**config.mk**
```make
export PLATFORM = sky130hd
export DESIGN_NAME = agu_addr_gen
export DESIGN_NICKNAME = d
export VERILOG_FILES = /design/src/agu_pkg.sv /design/src/agu_addr_gen.sv
export SDC_FILE = /design/constraint.sdc
export NUM_CORES = 1
export LEC_CHECK = 0
export BUFFER_PORTS_ARGS = -buffer_cell sky130_fd_sc_hd__buf_2
export CELL_PAD_IN_SITES_DETAIL_PLACEMENT = 0
export CELL_PAD_IN_SITES_GLOBAL_PLACEMENT = 1
export CORE_MARGIN = 2
export CORE_UTILIZATION = 41
export CTS_CLUSTER_SIZE = 16
export DETAILED_ROUTE_END_ITERATION = 10
export GPL_TIMING_DRIVEN = 0
export PLACE_DENSITY_LB_ADDON = 0.1
export RECOVER_POWER = 100
export SETUP_SLACK_MARGIN = 0.2
export SYNTH_ARGS = -nofsm -noshare
export SYNTH_HDL_FRONTEND = slang
export SYNTH_SLANG_ARGS = --single-unit
export TNS_END_PERCENT = 5
```
**constraint.sdc**
```tcl
create_clock -name clk_i -period 3.8 [get_ports clk_i]
set_input_delay 0.19 -clock clk_i [delete_from_list [all_inputs] [get_ports clk_i]]
set_output_delay 0.19 -clock clk_i [all_outputs]
set_load 0.05 [all_outputs]
```
**src/agu_pkg.sv**
```systemverilog
`default_nettype none

package agu_pkg;

   // address, iteration count, start, shift and increment
   localparam int MEM_ADDR_W = 10;

   // period, duty and delay counters
   localparam int PERIOD_W = 10;

   localparam int MEM_DATA_W = 32;
   localparam int MEM_DEPTH  = 1024;  // one word per address

endpackage

`default_nettype wire

```
**src/agu_addr_gen.sv**
```systemverilog
`default_nettype none

module agu_addr_gen
   import agu_pkg::*;
(
   input  logic                         clk_i,
   input  logic                         rst_i,
   input  logic                         init_i,
   input  logic                         run_i,
   input  logic                         pause_i,

   input  logic        [MEM_ADDR_W-1:0] iterations_i,
   input  logic        [  PERIOD_W-1:0] period_i,
   input  logic        [  PERIOD_W-1:0] duty_i,
   input  logic        [  PERIOD_W-1:0] delay_i,
   input  logic        [MEM_ADDR_W-1:0] start_i,
   input  logic signed [MEM_ADDR_W-1:0] shift_i,
   input  logic signed [MEM_ADDR_W-1:0] incr_i,

   output logic        [MEM_ADDR_W-1:0] addr_o,
   output logic                         mem_en_o,
   output logic                         done_o
);

   logic signed [PERIOD_W:0] per_cnt, per_cnt_nxt;  // negative while in delay
   logic [PERIOD_W:0] period_ext, duty_ext;

   logic [MEM_ADDR_W-1:0] addr_r0, addr_r1, addr_nxt;
   logic [MEM_ADDR_W-1:0] iter, iter_nxt;  // current iteration, from 1

   logic busy, busy_nxt;  // 0 idle, 1 running
   logic mem_en_nxt;
   logic done_nxt;
   logic run_pend, run_pend_nxt;  // run seen while busy

   logic full_duty;
   logic period_end;
   logic last_iter;
   logic restart;

   assign period_ext = {1'b0, period_i};
   assign duty_ext   = {1'b0, duty_i};

   assign full_duty  = (period_i == duty_i);
   assign period_end = (per_cnt == period_ext);
   assign last_iter  = (iter == iterations_i);
   assign restart    = busy & last_iter & period_end & (run_i | run_pend);

   always_comb begin
      busy_nxt     = busy;
      done_nxt     = done_o;
      mem_en_nxt   = mem_en_o;
      per_cnt_nxt  = per_cnt;
      addr_nxt     = addr_r0;
      iter_nxt     = iter;
      run_pend_nxt = run_pend;

      if (!busy) begin
         done_nxt   = 1'b1;
         mem_en_nxt = 1'b0;

         if (init_i) begin
            per_cnt_nxt = (PERIOD_W + 1)'(1) - {1'b0, delay_i};
            addr_nxt    = start_i;
            iter_nxt    = MEM_ADDR_W'(1);
         end

         if (run_i) begin
            busy_nxt     = 1'b1;
            done_nxt     = 1'b0;
            run_pend_nxt = 1'b0;
            if (delay_i == '0)
               mem_en_nxt = 1'b1;  // no delay, enable right away
         end
      end else begin
         if (run_i)
            run_pend_nxt = 1'b1;

         // duty window
         if ((per_cnt == '0 && full_duty) || period_end)
            mem_en_nxt = 1'b1;
         if (per_cnt == duty_ext && (!full_duty || last_iter))
            mem_en_nxt = 1'b0;

         per_cnt_nxt = per_cnt + 1'b1;
         if (period_end) begin
            per_cnt_nxt = (PERIOD_W + 1)'(1);
            iter_nxt    = iter + 1'b1;
         end

         if (mem_en_o)
            addr_nxt = addr_r0 + incr_i;
         if (period_end)
            addr_nxt = addr_r0 + incr_i + shift_i;  // shift at boundary
         if (mem_en_o && per_cnt == duty_ext && !full_duty)
            addr_nxt = addr_r0;

         if (last_iter && period_end) begin
            if (restart) begin
               addr_nxt     = start_i;
               iter_nxt     = MEM_ADDR_W'(1);
               mem_en_nxt   = 1'b1;
               run_pend_nxt = 1'b0;
            end else begin
               busy_nxt   = 1'b0;
               done_nxt   = 1'b1;
               mem_en_nxt = 1'b0;
            end
         end
      end
   end

   always_ff @(posedge clk_i) begin
      if (rst_i) begin
         busy     <= 1'b0;
         mem_en_o <= 1'b0;
         done_o   <= 1'b1;
         addr_r0  <= '0;
         addr_r1  <= '0;
         per_cnt  <= '0;
         iter     <= '0;
         run_pend <= 1'b0;
      end else if (pause_i) begin
         run_pend <= run_pend | (busy & run_i);  // keep runs that land in a pause
      end else begin
         busy     <= busy_nxt;
         mem_en_o <= mem_en_nxt;
         done_o   <= done_nxt;
         addr_r0  <= addr_nxt;
         addr_r1  <= addr_r0;
         per_cnt  <= per_cnt_nxt;
         iter     <= iter_nxt;
         run_pend <= run_pend_nxt;
      end
   end

   // second stage lines up with the duty window
   assign addr_o = full_duty ? addr_r0 : addr_r1;

   a_pause_holds_en: assert property (@(posedge clk_i) disable iff (rst_i)
      $past(pause_i) |-> !$rose(mem_en_o));

   a_run_clears_done: assert property (@(posedge clk_i) disable iff (rst_i)
      (!busy && run_i && !pause_i) |=> !done_o);

endmodule

`default_nettype wire

```
==> flow_summary.ini <==
[status]
outcome = finished, final reports clean

[power_and_ir_drop]
p_total_mw = 1.38
sw_frac_of_total = 0.339
p_seq_frac = 0.374
p_per_area_nw_per_um2 = 296
vdd_drop_max_uv = 176
p_switching_mw = 0.467
p_int_mw = 0.910
pwr-share-comb = 0.347
clockPowerShare = 0.279
leakagePower_nw = 2.04

[floorplan]
die_w_um = 103
rows = 36
io_pins = 87
die-height_um = 103
coreArea_sq_um = 9590
start_util = 0.416
die-area_sq_um = 10500

[synthesis]
synth_top_area_frac = 0.226
synth_edf_count = 0
ys_seq_area_frac = 0.226
yosysUniqueCellTypes = 69
ys_top_cells_by_area = dfxtp_1 23%, xor2_1 11%, ha_1 6.9%, nor2_1 6.0%, xnor2_1 5.0%
syn-cell-area_sq_um = 3990
synth_seq_cells = 45
async_flop_share = 0
synthFlopType = dfxtp_1
syn_avg_cell_area_sq_um = 7.95
yosys.area.top_type = dfxtp_1
yosysWarnings = 0
syn_inst = 502
synth_nets = 601

[route]
firstDrtPassIters = 6
wl_per_cell_um = 15.6
routed_wl_mm = 11.4
drt_iter0_markers = 169
vias = 3936
ant_nets = 0
drc = 0
viasPerCell = 5.41

[place]
portBuffers = 84
dpl_cell_area_sq_um = 4580
hpwl_mm = 9.10
place.gp.congestion = 0.889

[setup_path]
cpPeakStageDelay_ns = 0.41
cpLargestDelayFamily = compound AO/OA/AOI/OAI gates
cp.arrival_ns = 3.67
critical_path_depth = 14
crit_top_cell = ha_1
slowest_stage = fa_1
reg2reg_depth = 14
start_kind = flop
crit_chain = ha_1 > fa_1 > a21o_1 > a21oi_2 > o211ai_1 > xor2_1 > ha_1 > nor3_1 > o2111ai_1 > a2111oi_2 > nor4bb_2 > xnor2_1 > nor2_1 > o32ai_2
path_max_fanout = 5
critPathRequiredTime_ns = 4.02
end_kind = flop
r2r_slack_ns = 0.35
path_class = flop to flop
cp.buffers_inverters = 0

[finish]
final_common_cell = buf_2
finish.instance_area_sq_um = 4650
syn2layout_area_growth_pct = 16.6
nets = 692
final_cell_mix = 74 x buf_2, 66 x nor2_1, 49 x xor2_1
num_antenna_cells = 0
drive_gt1_frac = 0.185

[global_routing]
grt_max_degree = 15
grt_pass1_vias = 3661
overflow = 0
grt_pass1_wl_mm = 17.8
antenna_found_initial = 0
grt_use_total = 0.215

[worst_hold_path]
hold_path.class = primary input to flop
hold_depth = 2

[sta]
max-slew-margin-rel = 0.368
worst_pin_slew_ns = 0.944
min_period_over_period = 0.907
slew_violations = 0
fin_tns_setup_ns = 0
finalHoldViolCount = 0
setup_viol = 0
fmax_ghz = 0.290
hold-worst-slack_ns = 0.114
rsz0062_at_grt = no
fin_skew_ns = 0.0105
fin_crit_ns = 3.45

[clock_tree]
htreeDepth = 2
clk_pin_slew_ns = 0.09
cts_tree = done
cts-root-buf = clkbuf_8
clkSinkCount = 45
clk_path_buf_depth = 2
clk-insertion-delay-late_ns = 0.30
cts-buffers-inserted = 5
cts_setup_buffers = 0

[flow_run]
maxCapViolCount = 0
-- worst register-to-register path: cells and delay by family, from the launching register on --
kind | cells | cell delay (ns)
xor gates and xnor gates | 2 | 0.33
AOI/OAI and AO/OA | 6 | 1.42
DFF | 1 | 0.34
adders and majority gates | 3 | 0.88
and+or+nand+nor | 3 | 0.40
-- cells by family after synthesis --
logic type	Yosys count	synth area share
simple gates	190	0.243
compound gates	105	0.184
xor+xnor	72	0.158
buf+inv	46	0.0583
flops	45	0.226
fa+ha+maj	24	0.0790
mux	20	0.0524
-- cell usage after synthesis (4+ instances only) --
master	number
a221o_1	4
nor4_1	9
buf_4	7
buf_6	4
o211ai_1	4
a31oi_1	8
clkbuf_1	14
mux2i_1	13
nand3_1	12
mux2_2	7
o21ai_0	20
inv_1	17
a21o_1	5
nand4_1	10
nand2b_1	5
xor2_1	49
xnor2_1	23
nor2_1	64
nand2_1	36
and3_1	8
ha_1	22
a21oi_1	23
dfxtp_1	45
nor3_1	21
o21bai_1	5
-- power by group through the flow --
stage	Clock (mW)	Sequential, mW	Combinational (mW)
final	0.384	0.515	0.478
after floorplan	0	0.522	0.335
after CTS	0.393	0.514	0.480
after detailed placement	0	0.526	0.474
after global placement	0	0.525	0.467
after global routing	0.414	0.518	0.530
-- sequential cells by signal, indices dropped and copies added, names as in the netlist --
signal,flops
addr_r1,10
busy,1
per_cnt,11
iter,10
done_o,1
run_pend,1
mem_en_o,1
addr_r0,10
-- through the flow --
stage	utilization	setup WS [ns]	std cells
4_1_cts	0.490	0.220	727
5_1_grt	0.485	0.205	727
3_3_place_gp	0.477	0.226	719
6_report	0.485	0.352	727
3_5_place_dp	0.477	0.167	719
2_1_floorplan	-	0.662	502
-- worst paths after layout --
path,start,to
setup / recovery,addr_r0[0],addr_r0[9]
hold / removal,start_i[0],addr_r0[0]
setup reg to reg,addr_r0[0],addr_r0[9]
hold reg to reg,addr_r1[8],addr_r1[8]
-- routing by layer --
layer,vias up,track usage,share of wire
met4,0,0.0328,0.0030
met2,108,0.355,0.45
met3,4,0.0264,0.050
li1,1983,-,-
met1,1841,0.306,0.49
met5,-,0,0
-- final cells by class --
cell class / instances / area [sq um]
inverter: 17 / 63.8
tap: 133 / 166
fill: 1020 / 4940
timing repair buffer: 84 / 405
clock inverter: 2 / 37.5
sequential: 45 / 901
clock buffer: 6 / 82.6
multi-input combinational: 411 / 2850
buffer: 29 / 149
-- timing repair --
item,in CTS,in global routing
setup endpoints to repair,1,2
gates resized for setup,2,3
hold buffers,0,0
No activity file was read; power rests on OpenSTA's default activity.
