<file path="config.mk">
export PLATFORM = sky130hd
export DESIGN_NAME = agu_wb_regs
export DESIGN_NICKNAME = d
export VERILOG_FILES = /design/src/agu_pkg.sv /design/src/agu_wb_pkg.sv /design/src/agu_wb_regs.sv
export SDC_FILE = /design/constraint.sdc
export NUM_CORES = 1
export LEC_CHECK = 0
export BUFFER_PORTS_ARGS = -buffer_cell sky130_fd_sc_hd__clkbuf_2
export CAP_MARGIN = 20
export CELL_PAD_IN_SITES_DETAIL_PLACEMENT = 1
export CELL_PAD_IN_SITES_GLOBAL_PLACEMENT = 1
export CORE_MARGIN = 2
export CORE_UTILIZATION = 28
export DETAILED_ROUTE_END_ITERATION = 16
export HOLD_SLACK_MARGIN = 0.05
export PLACE_DENSITY_LB_ADDON = 0.1
export SLEW_MARGIN = 15
export SYNTH_ARGS = -nofsm -noshare
export SYNTH_HDL_FRONTEND = slang
export SYNTH_SLANG_ARGS = --single-unit
export TNS_END_PERCENT = 50
</file>
<file path="constraint.sdc">
create_clock -name clk_i -period 3.15 [get_ports clk_i]
set_input_delay 0.1575 -clock clk_i [delete_from_list [all_inputs] [get_ports clk_i]]
set_output_delay 0.1575 -clock clk_i [all_outputs]
set_load 0.01 [all_outputs]
</file>
<file path="src/agu_pkg.sv">
`default_nettype none

package agu_pkg;

   // address, iteration count, start, shift and increment
   localparam int MEM_ADDR_W = 10;

   // period, duty and delay counters
   localparam int PERIOD_W = 10;

   localparam int MEM_DATA_W = 32;
   localparam int MEM_DEPTH  = 1024;  // one word per address

endpackage

`default_nettype wire

</file>
<file path="src/agu_wb_pkg.sv">
`default_nettype none

package agu_wb_pkg;

   localparam int WB_ADDR_W = 13;  // byte address
   localparam int WB_DATA_W = 32;
   localparam int WB_SEL_W  = WB_DATA_W / 8;

   localparam int MEM_WIN_BIT = 12;               // 1 = memory window, 0 = registers
   localparam int REG_OFF_W   = MEM_WIN_BIT - 2;  // word offset below the window bit

   // word offsets in register space
   localparam logic [REG_OFF_W-1:0] REG_START  = 'd0;
   localparam logic [REG_OFF_W-1:0] REG_ITER   = 'd1;
   localparam logic [REG_OFF_W-1:0] REG_PERIOD = 'd2;
   localparam logic [REG_OFF_W-1:0] REG_DUTY   = 'd3;
   localparam logic [REG_OFF_W-1:0] REG_DELAY  = 'd4;
   localparam logic [REG_OFF_W-1:0] REG_SHIFT  = 'd5;
   localparam logic [REG_OFF_W-1:0] REG_INCR   = 'd6;
   localparam logic [REG_OFF_W-1:0] REG_CTRL   = 'd7;
   localparam logic [REG_OFF_W-1:0] REG_STATUS = 'd8;

   // CTRL write bits
   localparam int CTRL_INIT_BIT  = 0;
   localparam int CTRL_RUN_BIT   = 1;
   localparam int CTRL_PAUSE_BIT = 2;

endpackage

`default_nettype wire

</file>
<file path="src/agu_wb_regs.sv">
`default_nettype none

module agu_wb_regs
   import agu_pkg::*, agu_wb_pkg::*;
(
   input  logic                         clk_i,
   input  logic                         rst_i,

   input  logic                         wb_cyc_i,
   input  logic                         wb_stb_i,
   input  logic                         wb_we_i,
   input  logic        [ WB_ADDR_W-1:0] wb_adr_i,
   input  logic        [ WB_DATA_W-1:0] wb_dat_i,
   input  logic        [  WB_SEL_W-1:0] wb_sel_i,
   output logic        [ WB_DATA_W-1:0] wb_dat_o,
   output logic                         wb_ack_o,

   input  logic                         done_i,
   output logic        [MEM_ADDR_W-1:0] iterations_o,
   output logic        [  PERIOD_W-1:0] period_o,
   output logic        [  PERIOD_W-1:0] duty_o,
   output logic        [  PERIOD_W-1:0] delay_o,
   output logic        [MEM_ADDR_W-1:0] start_o,
   output logic signed [MEM_ADDR_W-1:0] shift_o,
   output logic signed [MEM_ADDR_W-1:0] incr_o,
   output logic                         init_o,
   output logic                         run_o,
   output logic                         pause_o,

   output logic                         mem_we_o,
   output logic        [MEM_ADDR_W-1:0] mem_waddr_o,
   output logic        [MEM_DATA_W-1:0] mem_wdata_o
);

   logic                 req;
   logic                 ack_q;
   logic                 win_sel;
   logic                 full_word;
   logic                 wr_acc;
   logic                 ctrl_wr;
   logic [REG_OFF_W-1:0] reg_off;
   logic [WB_DATA_W-1:0] rd_word;
   logic [WB_DATA_W-1:0] rd_q;

   assign req       = wb_cyc_i & wb_stb_i;
   assign win_sel   = wb_adr_i[MEM_WIN_BIT];
   assign reg_off   = wb_adr_i[MEM_WIN_BIT-1:2];
   assign full_word = &wb_sel_i;  // partial writes are acked and dropped
   assign wr_acc    = ack_q & req & wb_we_i & full_word;
   assign ctrl_wr   = wr_acc & ~win_sel & (reg_off == REG_CTRL);

   assign wb_ack_o = ack_q;
   assign wb_dat_o = rd_q;

   // one-cycle command pulses in the ack cycle
   assign init_o = ctrl_wr & wb_dat_i[CTRL_INIT_BIT];
   assign run_o  = ctrl_wr & wb_dat_i[CTRL_RUN_BIT];

   assign mem_we_o    = wr_acc & win_sel;
   assign mem_waddr_o = wb_adr_i[MEM_ADDR_W+1:2];
   assign mem_wdata_o = wb_dat_i[MEM_DATA_W-1:0];

   always_ff @(posedge clk_i) begin
      if (rst_i)
         ack_q <= 1'b0;
      else
         ack_q <= req & ~ack_q;  // low again after each ack
   end

   always_comb begin
      rd_word = '0;
      if (!win_sel) begin
         case (reg_off)
            REG_START:  rd_word = WB_DATA_W'(start_o);
            REG_ITER:   rd_word = WB_DATA_W'(iterations_o);
            REG_PERIOD: rd_word = WB_DATA_W'(period_o);
            REG_DUTY:   rd_word = WB_DATA_W'(duty_o);
            REG_DELAY:  rd_word = WB_DATA_W'(delay_o);
            REG_SHIFT:  rd_word = WB_DATA_W'($unsigned(shift_o));
            REG_INCR:   rd_word = WB_DATA_W'($unsigned(incr_o));
            REG_CTRL:   rd_word[CTRL_PAUSE_BIT] = pause_o;
            REG_STATUS: rd_word[0] = done_i;
            default:    rd_word = '0;
         endcase
      end
   end

   always_ff @(posedge clk_i) begin
      if (req && !ack_q)
         rd_q <= rd_word;
   end

   always_ff @(posedge clk_i) begin
      if (rst_i) begin
         start_o      <= '0;
         iterations_o <= '0;
         period_o     <= '0;
         duty_o       <= '0;
         delay_o      <= '0;
         shift_o      <= '0;
         incr_o       <= '0;
         pause_o      <= 1'b0;
      end else if (wr_acc && !win_sel) begin
         case (reg_off)
            REG_START:  start_o      <= wb_dat_i[MEM_ADDR_W-1:0];
            REG_ITER:   iterations_o <= wb_dat_i[MEM_ADDR_W-1:0];
            REG_PERIOD: period_o     <= wb_dat_i[PERIOD_W-1:0];
            REG_DUTY:   duty_o       <= wb_dat_i[PERIOD_W-1:0];
            REG_DELAY:  delay_o      <= wb_dat_i[PERIOD_W-1:0];
            REG_SHIFT:  shift_o      <= wb_dat_i[MEM_ADDR_W-1:0];
            REG_INCR:   incr_o       <= wb_dat_i[MEM_ADDR_W-1:0];
            REG_CTRL:   pause_o      <= wb_dat_i[CTRL_PAUSE_BIT];  // level until next CTRL
            default:    ;
         endcase
      end
   end

   a_ack_single: assert property (@(posedge clk_i) disable iff (rst_i)
      wb_ack_o |=> !wb_ack_o);

   a_ack_in_cycle: assert property (@(posedge clk_i) disable iff (rst_i)
      wb_ack_o |-> wb_cyc_i);

endmodule

`default_nettype wire

</file>
==> results.tsv, run 1 <==
metric	value	unit
grt_pass1_vias	3514	
die_area	17000	sq um
cp_max_fo	10	
finalPower	2.32	mW
syn_area_per_cell	10.2	sq um
clk_latency	340	ps
dp_slack	798	ps
ys_top_cells_by_area	dfxtp_1 32%, mux2i_1 18%, nand2b_1 12%	
fmax	437	MHz
num_rows	46	
cts_resized	0	
worstRegToRegCells	5	
port_buffers	135	
grt_pass1_wl	20800	microns
hold_viol	0	
start_util	0.284	
finalSetupViolCount	0	
critPathTopFamily	simple AND/OR/NAND/NOR gates	
synthArstFlopShare	0	
via_per_inst	4.57	
cts.sinks	82	
period_minus_slack	2290	ps
fin_skew	3.77	ps
rsz0062_at_grt	false	
layout.cells.non_filler	755	
drc_errors	0	
synth_seq_cells	82	
nFillCells	1894	
die_x	130	microns
cts_made_buffers	9	
core_area	15800	sq um
clkTransAtPathRegs	60	ps
pin_count	204	
synth_area_leader_cell	dfxtp_1	
worstHoldPathType	input pin to flip-flop	
seq_area_frac_synth	0.389	
dr.first_iter.drc_count	97	
ant_nets	0	
tns	0	ps
slew_violations	0	
cts_max_level	3	
worstReg2RegEnd	start_o[7]$_SDFFE_PP0P_	
synth.distinct_cells	47	
area_delta_synth_final	18.3	%
die_h	130	microns
antennaDiodeCount	0	
yosys.area.top_type_share	0.322	
synth_edf_count	10	
synth_commonest_cells	85 x nand2b_1, 81 x mux2i_1, 72 x dfxtp_1, 69 x buf_4, 14 x clkbuf_1	
dr_total_vias	3452	
utilization	0.336	
drive_above_1_share	0.347	
rr_startpoint	wb_ack_o$_SDFF_PP0_	
r2r_slack	1030	ps
end_kind	output pin	
dp_hpwl	10200	microns
tightestPinTransition	845	ps
synth-main-ff-cell	dfxtp_1	
postCtsSetupBuffers	0	
cts_root_buf	clkbuf_16	
path_cells	nand4_1 -> nor4_4 -> and2_2 -> and3_1 -> clkbuf_2	
cp.buffers_inverters	1	
synth_cells	439	
dp.cells	739	
status	completed	
wl_per_cell	18.6	microns
worstHoldPathCells	3	
finalNetCount	589	
antenna_found_initial	0	
crit_required	2990	ps
grt_max_degree	48	
place_congestion	0.724	
syn_area	4480	sq um
crit_type	flip-flop to output pin	
max_stage_delay	620	ps
arrival	2130	ps
startpoint_type	flip-flop	
synth.most_common_cell	nand2b_1	
grt_usage	0.166	
worst_slack	860	ps
yosysWarnings	0	
slew_headroom	0.437	
overflow	0	
maxCapViolations	0	
leakagePower	2.56	nW
p_per_area	437	nW/um^2
min-delay-start	wb_stb_i	
cts_tree	done	
dr.pass1.iters	4	
period_share	0.727	
holdBufCountCts	0	
cts_max_path_buffers	2	
cp_slowest_cell	nor4_4	
wl	14000	microns
min_to	wb_ack_o$_SDFF_PP0_	
ir_worst_vdd	0.000231	V
==> final cells by class <==
| cell class | count | area (sq um) | area share |
|---|---|---|---|
| Clock buffer | 14 | 264 | 0.0498 |
| Clock inverter | 2 | 35.0 | 0.00661 |
| Inverter | 3 | 11.3 | 0.00213 |
| Multi-Input combinational cell | 284 | 2160 | 0.407 |
| Sequential cell | 82 | 1740 | 0.329 |
| Tap cell | 216 | 270 | 0.0510 |
| Timing Repair Buffer | 154 | 818 | 0.154 |
==> flip-flops by register name, indices dropped and copies added (netlist names) <==
name          cells
wb_ack_o          1
start_o          10
wb_dat_o         10
incr_o           10
period_o         10
duty_o           10
pause_o           1
delay_o          10
shift_o          10
iterations_o     10
==> worst max-delay path by stage <==
stage | endpoint | start | slack (ps) | depth (start not counted)
floorplan | wb_dat_o[8]$_SDFFCE_PP0P_ | wb_adr_i[7] | 1350 | 5
global placement | period_o[5]$_SDFFE_PP0P_ | wb_adr_i[7] | 820 | 6
detailed placement | period_o[9]$_SDFFE_PP0P_ | wb_adr_i[7] | 800 | 6
CTS | run_o | wb_ack_o$_SDFF_PP0_ | 840 | 5
global route | run_o | wb_ack_o$_SDFF_PP0_ | 750 | 5
finish | run_o | wb_ack_o$_SDFF_PP0_ | 860 | 5
==> worst min-delay path, stage by stage <==
cell,delay (ps)
clkbuf_2,90
nand2_1,80
nor3_1,40
==> layer usage <==
metal | global-route usage | up-vias | part of all wire
li1 | - | 1620 | -
met4 | 0.0632 | 0 | 0.017
met2 | 0.287 | 110 | 0.50
met3 | 0.0220 | 20 | 0.042
met1 | 0.211 | 1702 | 0.44
met5 | 0 | - | 0
==> cell usage in the layout, fill, tap and decap left out, drive strengths merged, types with 4 or more instances in the layout <==
| cell type | n |
|---|---|
| clkbuf | 149 |
| nand2b | 85 |
| mux2i | 81 |
| dfxtp | 72 |
| conb | 22 |
| buf | 19 |
| nand2 | 12 |
| a21oi | 11 |
| edfxtp | 10 |
| nand3 | 10 |
| nor2 | 7 |
| mux4 | 6 |
| and3 | 6 |
| mux2 | 5 |
| o2bb2ai | 5 |
| nor3 | 4 |
==> logic make-up after synthesis <==
group / Yosys count / share of synthesized area
compound gates: 31 / 0.0492
buf+inv: 94 / 0.147
other cells: 1 / 0.000838
flops: 82 / 0.389
mux: 92 / 0.224
simple gates: 139 / 0.190
==> metrics by stage <==
step | hold slack (ps) | area, sq um
floorplan | 300 | 4560
global placement | 315 | 5000
detailed placement | 315 | 5000
CTS | 62.5 | 5300
global route | 84.6 | 5300
finish | 71.9 | 5300
==> where the power goes <==
part | total [mW] | internal [mW] | switching (mW) | leakage, nW
Sequential | 1.06 | 1.06 | 0.00234 | 0.675
Clock | 1.08 | 0.658 | 0.418 | 0.147
Combinational | 0.178 | 0.0646 | 0.114 | 1.74
Power figures use the tool's default switching activity.
==> run 2, diff against run 1 <==
==> constraint.sdc (replaced) <==
create_clock -name clk_i -period 2.3 [get_ports clk_i]
set_input_delay 0.115 -clock clk_i [delete_from_list [all_inputs] [get_ports clk_i]]
set_output_delay 0.115 -clock clk_i [all_outputs]
set_load 0.01 [all_outputs]
==> run 2 against run 1 <==
Compared with the run above:
- total power up 31%
- global-route usage up 0.21 points
- register-to-register slack got worse by 570 ps
- utilization increased by 0.51 points
- worst hold slack better by 120 ps
- die area unchanged
- via count grew 0.72%
- sequential share of layout area down 0.49 points
- routed wire length grew 1.8%
- sequential power up 38%
- largest cell class unchanged
- highest routed layer unchanged
==> results.tsv, run 2 (synthesis gave the netlist of run 1 again) <==
metric	value	unit	change
status	completed		
use_met2	0.295		+0.00739
dp_hpwl	10400	microns	+1.2%
via_per_inst	4.55		-0.59%
num_rows	46		unchanged
dp.cells	749		+1.4%
arrival	1970	ps	-160 ps
finalNetCount	601		+2.0%
slew_headroom	0.637		+0.201
pin_count	204		unchanged
tns	0	ps	unchanged
fmax	480	MHz	
crit_type	input pin to output pin		
antenna_found_initial	0		unchanged
tightestPinTransition	544	ps	-301 ps
cp_max_fo	10		unchanged
cellInternalPower	2.30	mW	+29%
die_h	130	microns	unchanged
overflow	0		unchanged
wl	14300	microns	+1.8%
start_util	0.284		unchanged
grt_max_degree	41		-15%
switching_share	0.244		+0.0134
mostFrequentLayoutCell	clkbuf_2		
grt_pass1_vias	3662		+4.2%
startpoint_type	input pin		
postCtsSetupBuffers	0		unchanged
finalSetupViolCount	0		unchanged
use_met3	0.0354		+0.0134
dr.pass1.iters	4		unchanged
busiest_layer	met2		
slew_violations	0		unchanged
core_area	15800	sq um	unchanged
antennaDiodeCount	0		unchanged
cts_tree	done		
grt_use_met1	0.212		+0.000490
finalPower	3.04	mW	+31%
p_per_area	565	nW/um^2	+29%
seqPwrFrac	0.479		+0.020
layout.cells.non_filler	765		+1.3%
grt_pass1_wl	21400	microns	+2.8%
port_buffers	135		unchanged
area_delta_synth_final	20.1	%	
cts_root_buf	clkbuf_16		
worstHoldPathType	input pin to flip-flop		
cts_max_level	3		unchanged
clkTransAtPathRegs	60	ps	about the same
layout_common_cells	135 x clkbuf_2, 85 x nand2b_1, 81 x mux2i_1		
cts.sinks	82		unchanged
die_x	130	microns	unchanged
clk_latency	340	ps	about the same
p_comb_frac	0.085		+0.008
nFillCells	1884		-0.53%
maxCapViolations	0		unchanged
dr_total_vias	3477		+0.72%
ir_worst_vdd	0.000298	V	+29%
hold_viol	0		unchanged
end_kind	output pin		
dr.first_iter.drc_count	141		+45%
cts_made_buffers	9		unchanged
cts_max_path_buffers	2		unchanged
seq_area	1740	sq um	unchanged
drive_above_1_share	0.359		+0.0119
ant_nets	0		unchanged
place_congestion	0.715		-1.3%
period_share	0.905		
leakagePower	2.61	nW	+1.9%
fin_skew	6.12	ps	+2.35 ps
clock_power_share	0.436		-0.028
grt_usage	0.168		+0.00208
multiInputGateArea	2160	sq um	unchanged
switchingPower	0.741	mW	+39%
drc_errors	0		unchanged
period_minus_slack	2080	ps	
wl_per_cell	18.7	microns	+0.43%
die_area	17000	sq um	unchanged
crit_required	2180	ps	-810 ps
rsz0062_at_grt	false		
run 2: changes by cell type in the layout (fill, tap and decap cells not counted):
cell           previous run  this run
inv_4                     0         1
bufinv_16                 1         0
dlygate4sd3_1             0         2
clkbuf_1                  3         1
clkbuf_8                  2         1
clkinv_2                  1         2
buf_4                    19        27
buf_12                    0         2
run 2: path summary, 6_finish.rpt:
| check | start | to | slack [ps] | depth (start not counted) |
|---|---|---|---|---|
| max | wb_stb_i | run_o | 220 | 8 |
| min | wb_adr_i[12] | wb_dat_o[2]$_SDFFCE_PP0P_ | 200 | 2 |
| max reg2reg | wb_ack_o$_SDFF_PP0_ | duty_o[6]$_SDFFE_PP0P_ | 460 | 6 |
| min reg2reg | wb_ack_o$_SDFF_PP0_ | wb_ack_o$_SDFF_PP0_ | 490 | 1 |
run 2: area by class of cell:
cell class	instances	share of cell area
Clock buffer	11	0.0451
Clock inverter	3	0.00302
Inverter	3	0.00209
Multi-Input combinational cell	284	0.401
Sequential cell	82	0.324
Tap cell	216	0.0503
Timing Repair Buffer	166	0.174
run 2: critical path, stage by stage:
cell and delay, ps:
dlygate4sd3_1 530, clkbuf_2 120, nand4_1 150, nor4_4 300
buf_4 210, and2_2 180, and3_1 200, clkbuf_2 140
run 2: layer usage:
| metal | up-vias | wire length [microns] |
|---|---|---|
| met3 | 13 | 748 |
| met2 | 112 | 7010 |
| met4 | 0 | 115 |
| li1 | 1642 | - |
| met1 | 1710 | 6390 |
| met5 | - | 0 |
run 2: stage by stage:
stage	setup slack [ps]	util	cell area [sq um]	hold slack, ps
after floorplan	544	-	4560	258
after global placement	254	0.323	5100	230
after detailed placement	222	0.323	5100	230
after CTS	236	0.341	5380	189
after global routing	113	0.341	5380	219
final	218	0.341	5380	197
run 2: what timing repair did:
item                                   in CTS  in global routing
endpoints found under the hold margin       1                  0
hold buffers                                2                  0
gates resized for setup                     0                  0
run 2: power groups by stage:
stage / clock network, mW / logic (mW) / registers, mW
2_1_floorplan: 0 / 0.230 / 1.49
3_3_place_gp: 0 / 0.257 / 1.49
3_5_place_dp: 0 / 0.259 / 1.49
4_1_cts: 1.36 / 0.263 / 1.46
5_1_grt: 1.42 / 0.281 / 1.46
6_report: 1.32 / 0.259 / 1.46
==> run 3, diff against run 2 <==
--- a/config.mk
+++ b/config.mk
@@ -10,7 +10,7 @@
 export CELL_PAD_IN_SITES_DETAIL_PLACEMENT = 1
 export CELL_PAD_IN_SITES_GLOBAL_PLACEMENT = 1
 export CORE_MARGIN = 2
-export CORE_UTILIZATION = 28
+export CORE_UTILIZATION = 35
 export DETAILED_ROUTE_END_ITERATION = 16
 export HOLD_SLACK_MARGIN = 0.05
 export PLACE_DENSITY_LB_ADDON = 0.1
==> run 3 against run 2 <==
Compared with the run above:
- utilization is 8.1 points higher
- maximum frequency grew 3.6%
- sequential cell count did not move
- sequential share of layout area increased by 0.49 points
- critical endpoint is now init_o
- register-to-register slack gained 50 ps
- routed wire length is 6.2% lower
- via count down 0.20%
- global-route usage up 3.0 points
- combinational power decreased by 3%
==> results.tsv, run 3 (synthesis gave the netlist of run 1 again) <==
metric	value	unit	change
tightestPinTransition	544	ps	-0.105 ps
holdWs	181	ps	-15.6 ps
dr.first_iter.drc_count	104		-26%
arrival	1900	ps	-70 ps
status	completed		
cts_max_level	3		unchanged
worstHoldPathType	input pin to flip-flop		
slew_headroom	0.636		-0.00127
end_kind	output pin		
cp_slowest_cell	dfxtp_1		
pin_count	204		unchanged
fin_skew	4.60	ps	-1.52 ps
overflow	0		unchanged
via_per_inst	4.82		+6.0%
cts_max_path_buffers	2		unchanged
fmax	498	MHz	+3.6%
wl	13400	microns	-6.2%
drive_above_1_share	0.358		-0.00117
leakagePower	2.60	nW	-0.61%
wl_per_cell	18.6	microns	-0.30%
tns	0	ps	unchanged
layout_common_cells	135 x clkbuf_2, 85 x nand2b_1, 81 x mux2i_1		
finalPower	3.03	mW	-0.43%
maxCapViolations	0		unchanged
clk_latency	340	ps	about the same
ir_worst_vdd	0.000290	V	-2.8%
grt_pass1_vias	3521		-3.9%
nFillCells	1467		-22%
path_cells	nand4_1 -> nor4_4 -> buf_4 -> and2_2 -> and3_1 -> clkbuf_2		
worstHoldPathCells	2		unchanged
slew_violations	0		unchanged
p_per_area	571	nW/um^2	+1.1%
dr.pass1.iters	4		unchanged
r2r_slack	510	ps	+50 ps
cts.sinks	82		unchanged
dr_total_vias	3470		-0.20%
grt_usage	0.198		+0.0305
worstRegToRegCells	6		unchanged
drc_errors	0		unchanged
dp_hpwl	9670	microns	-6.7%
core_area	12600	sq um	-20%
cts_made_buffers	9		unchanged
num_rows	41		-11%
crit_type	flip-flop to output pin		
grt_pass1_wl	19900	microns	-6.8%
cp_max_fo	10		unchanged
ant_nets	0		unchanged
cp.depth	6		-2
start_util	0.356		+0.0723
die_area	13700	sq um	-19%
startpoint_type	flip-flop		
antenna_found_initial	0		unchanged
die_x	117	microns	-10%
clkTransAtPathRegs	60	ps	about the same
cts_root_buf	clkbuf_16		
antennaDiodeCount	0		unchanged
grt_max_degree	83		+100%
rsz0062_at_grt	false		
period_minus_slack	2010	ps	-71.7 ps
finalNetCount	599		-0.33%
area_delta_synth_final	18.3	%	
seq_area	1740	sq um	unchanged
critPathTopFamily	simple AND/OR/NAND/NOR gates		
hold_viol	0		unchanged
port_buffers	135		unchanged
period_share	0.874		-0.0312
max_stage_delay	370	ps	-160 ps
cp.buffers_inverters	2		-2
crit_required	2180	ps	about the same
cts_resized	0		unchanged
place_congestion	0.744		+4.1%
die_h	117	microns	-10%
multiInputGateArea	2160	sq um	unchanged
mostFrequentLayoutCell	clkbuf_2		
cts_tree	done		
finalSetupViolCount	0		unchanged
[run 3: cell count changes in the layout (fill, tap and decap cells not counted), sizes merged]
cell	delta
buf	-2
clkbuf	-1
clkinv	+1
clkinvlp	+1
[run 3: worst paths after layout]
| check | startpoint | end |
|---|---|---|
| setup / recovery | wb_ack_o$_SDFF_PP0_ | init_o |
| hold / removal | wb_adr_i[12] | wb_dat_o[2]$_SDFFCE_PP0P_ |
| setup reg to reg | wb_ack_o$_SDFF_PP0_ | start_o[3]$_SDFFE_PP0P_ |
| hold reg to reg | wb_ack_o$_SDFF_PP0_ | wb_ack_o$_SDFF_PP0_ |
[run 3: final cells by class]
cell class | instances | area share
Clock buffer | 10 | 0.0432
Inverter | 3 | 0.00213
Multi-Input combinational cell | 284 | 0.407
Timing Repair Buffer | 164 | 0.172
Sequential cell | 82 | 0.329
Tap cell | 172 | 0.0406
Clock inverter | 5 | 0.00614
[run 3: worst register-to-register path, cell delays in order, from the launching register on]
cell and delay (ps):
dfxtp_1 370, nand4_1 180, nor4_4 280, buf_4 220, and3_1 200, buf_4 240, mux2i_1 220
[run 3: layer usage]
| metal | wire length, microns | up-vias | track usage |
|---|---|---|---|
| met3 | 603 | 29 | 0.0319 |
| li1 | - | 1639 | - |
| met1 | 5810 | 1686 | 0.252 |
| met4 | 333 | 0 | 0.0831 |
| met5 | 0 | - | 0 |
| met2 | 6640 | 116 | 0.336 |
[run 3: report_power, final]
part,leakage [nW],switching [mW],internal [mW]
logic,1.79,0.154,0.0969
clock network,0.129,0.595,0.724
registers,0.675,0.00356,1.45
[run 3: per-stage QoR]
stage / utilization / setup slack, ps / cells / instance area (sq um)
finish: 0.422 / 290 / 720 / 5300
global route: 0.422 / 179 / 720 / 5300
CTS: 0.422 / 259 / 720 / 5300
detailed placement: 0.399 / 238 / 703 / 5020
global placement: 0.399 / 268 / 703 / 5020
floorplan: - / 544 / 460 / 4560
[run 3: timing repair]
| action | in CTS | in global routing |
|---|---|---|
| hold buffers | 2 | 0 |
| hold endpoints to repair | 1 | 0 |
| setup endpoints to repair | 0 | 0 |
| buffers inserted | 0 | 0 |
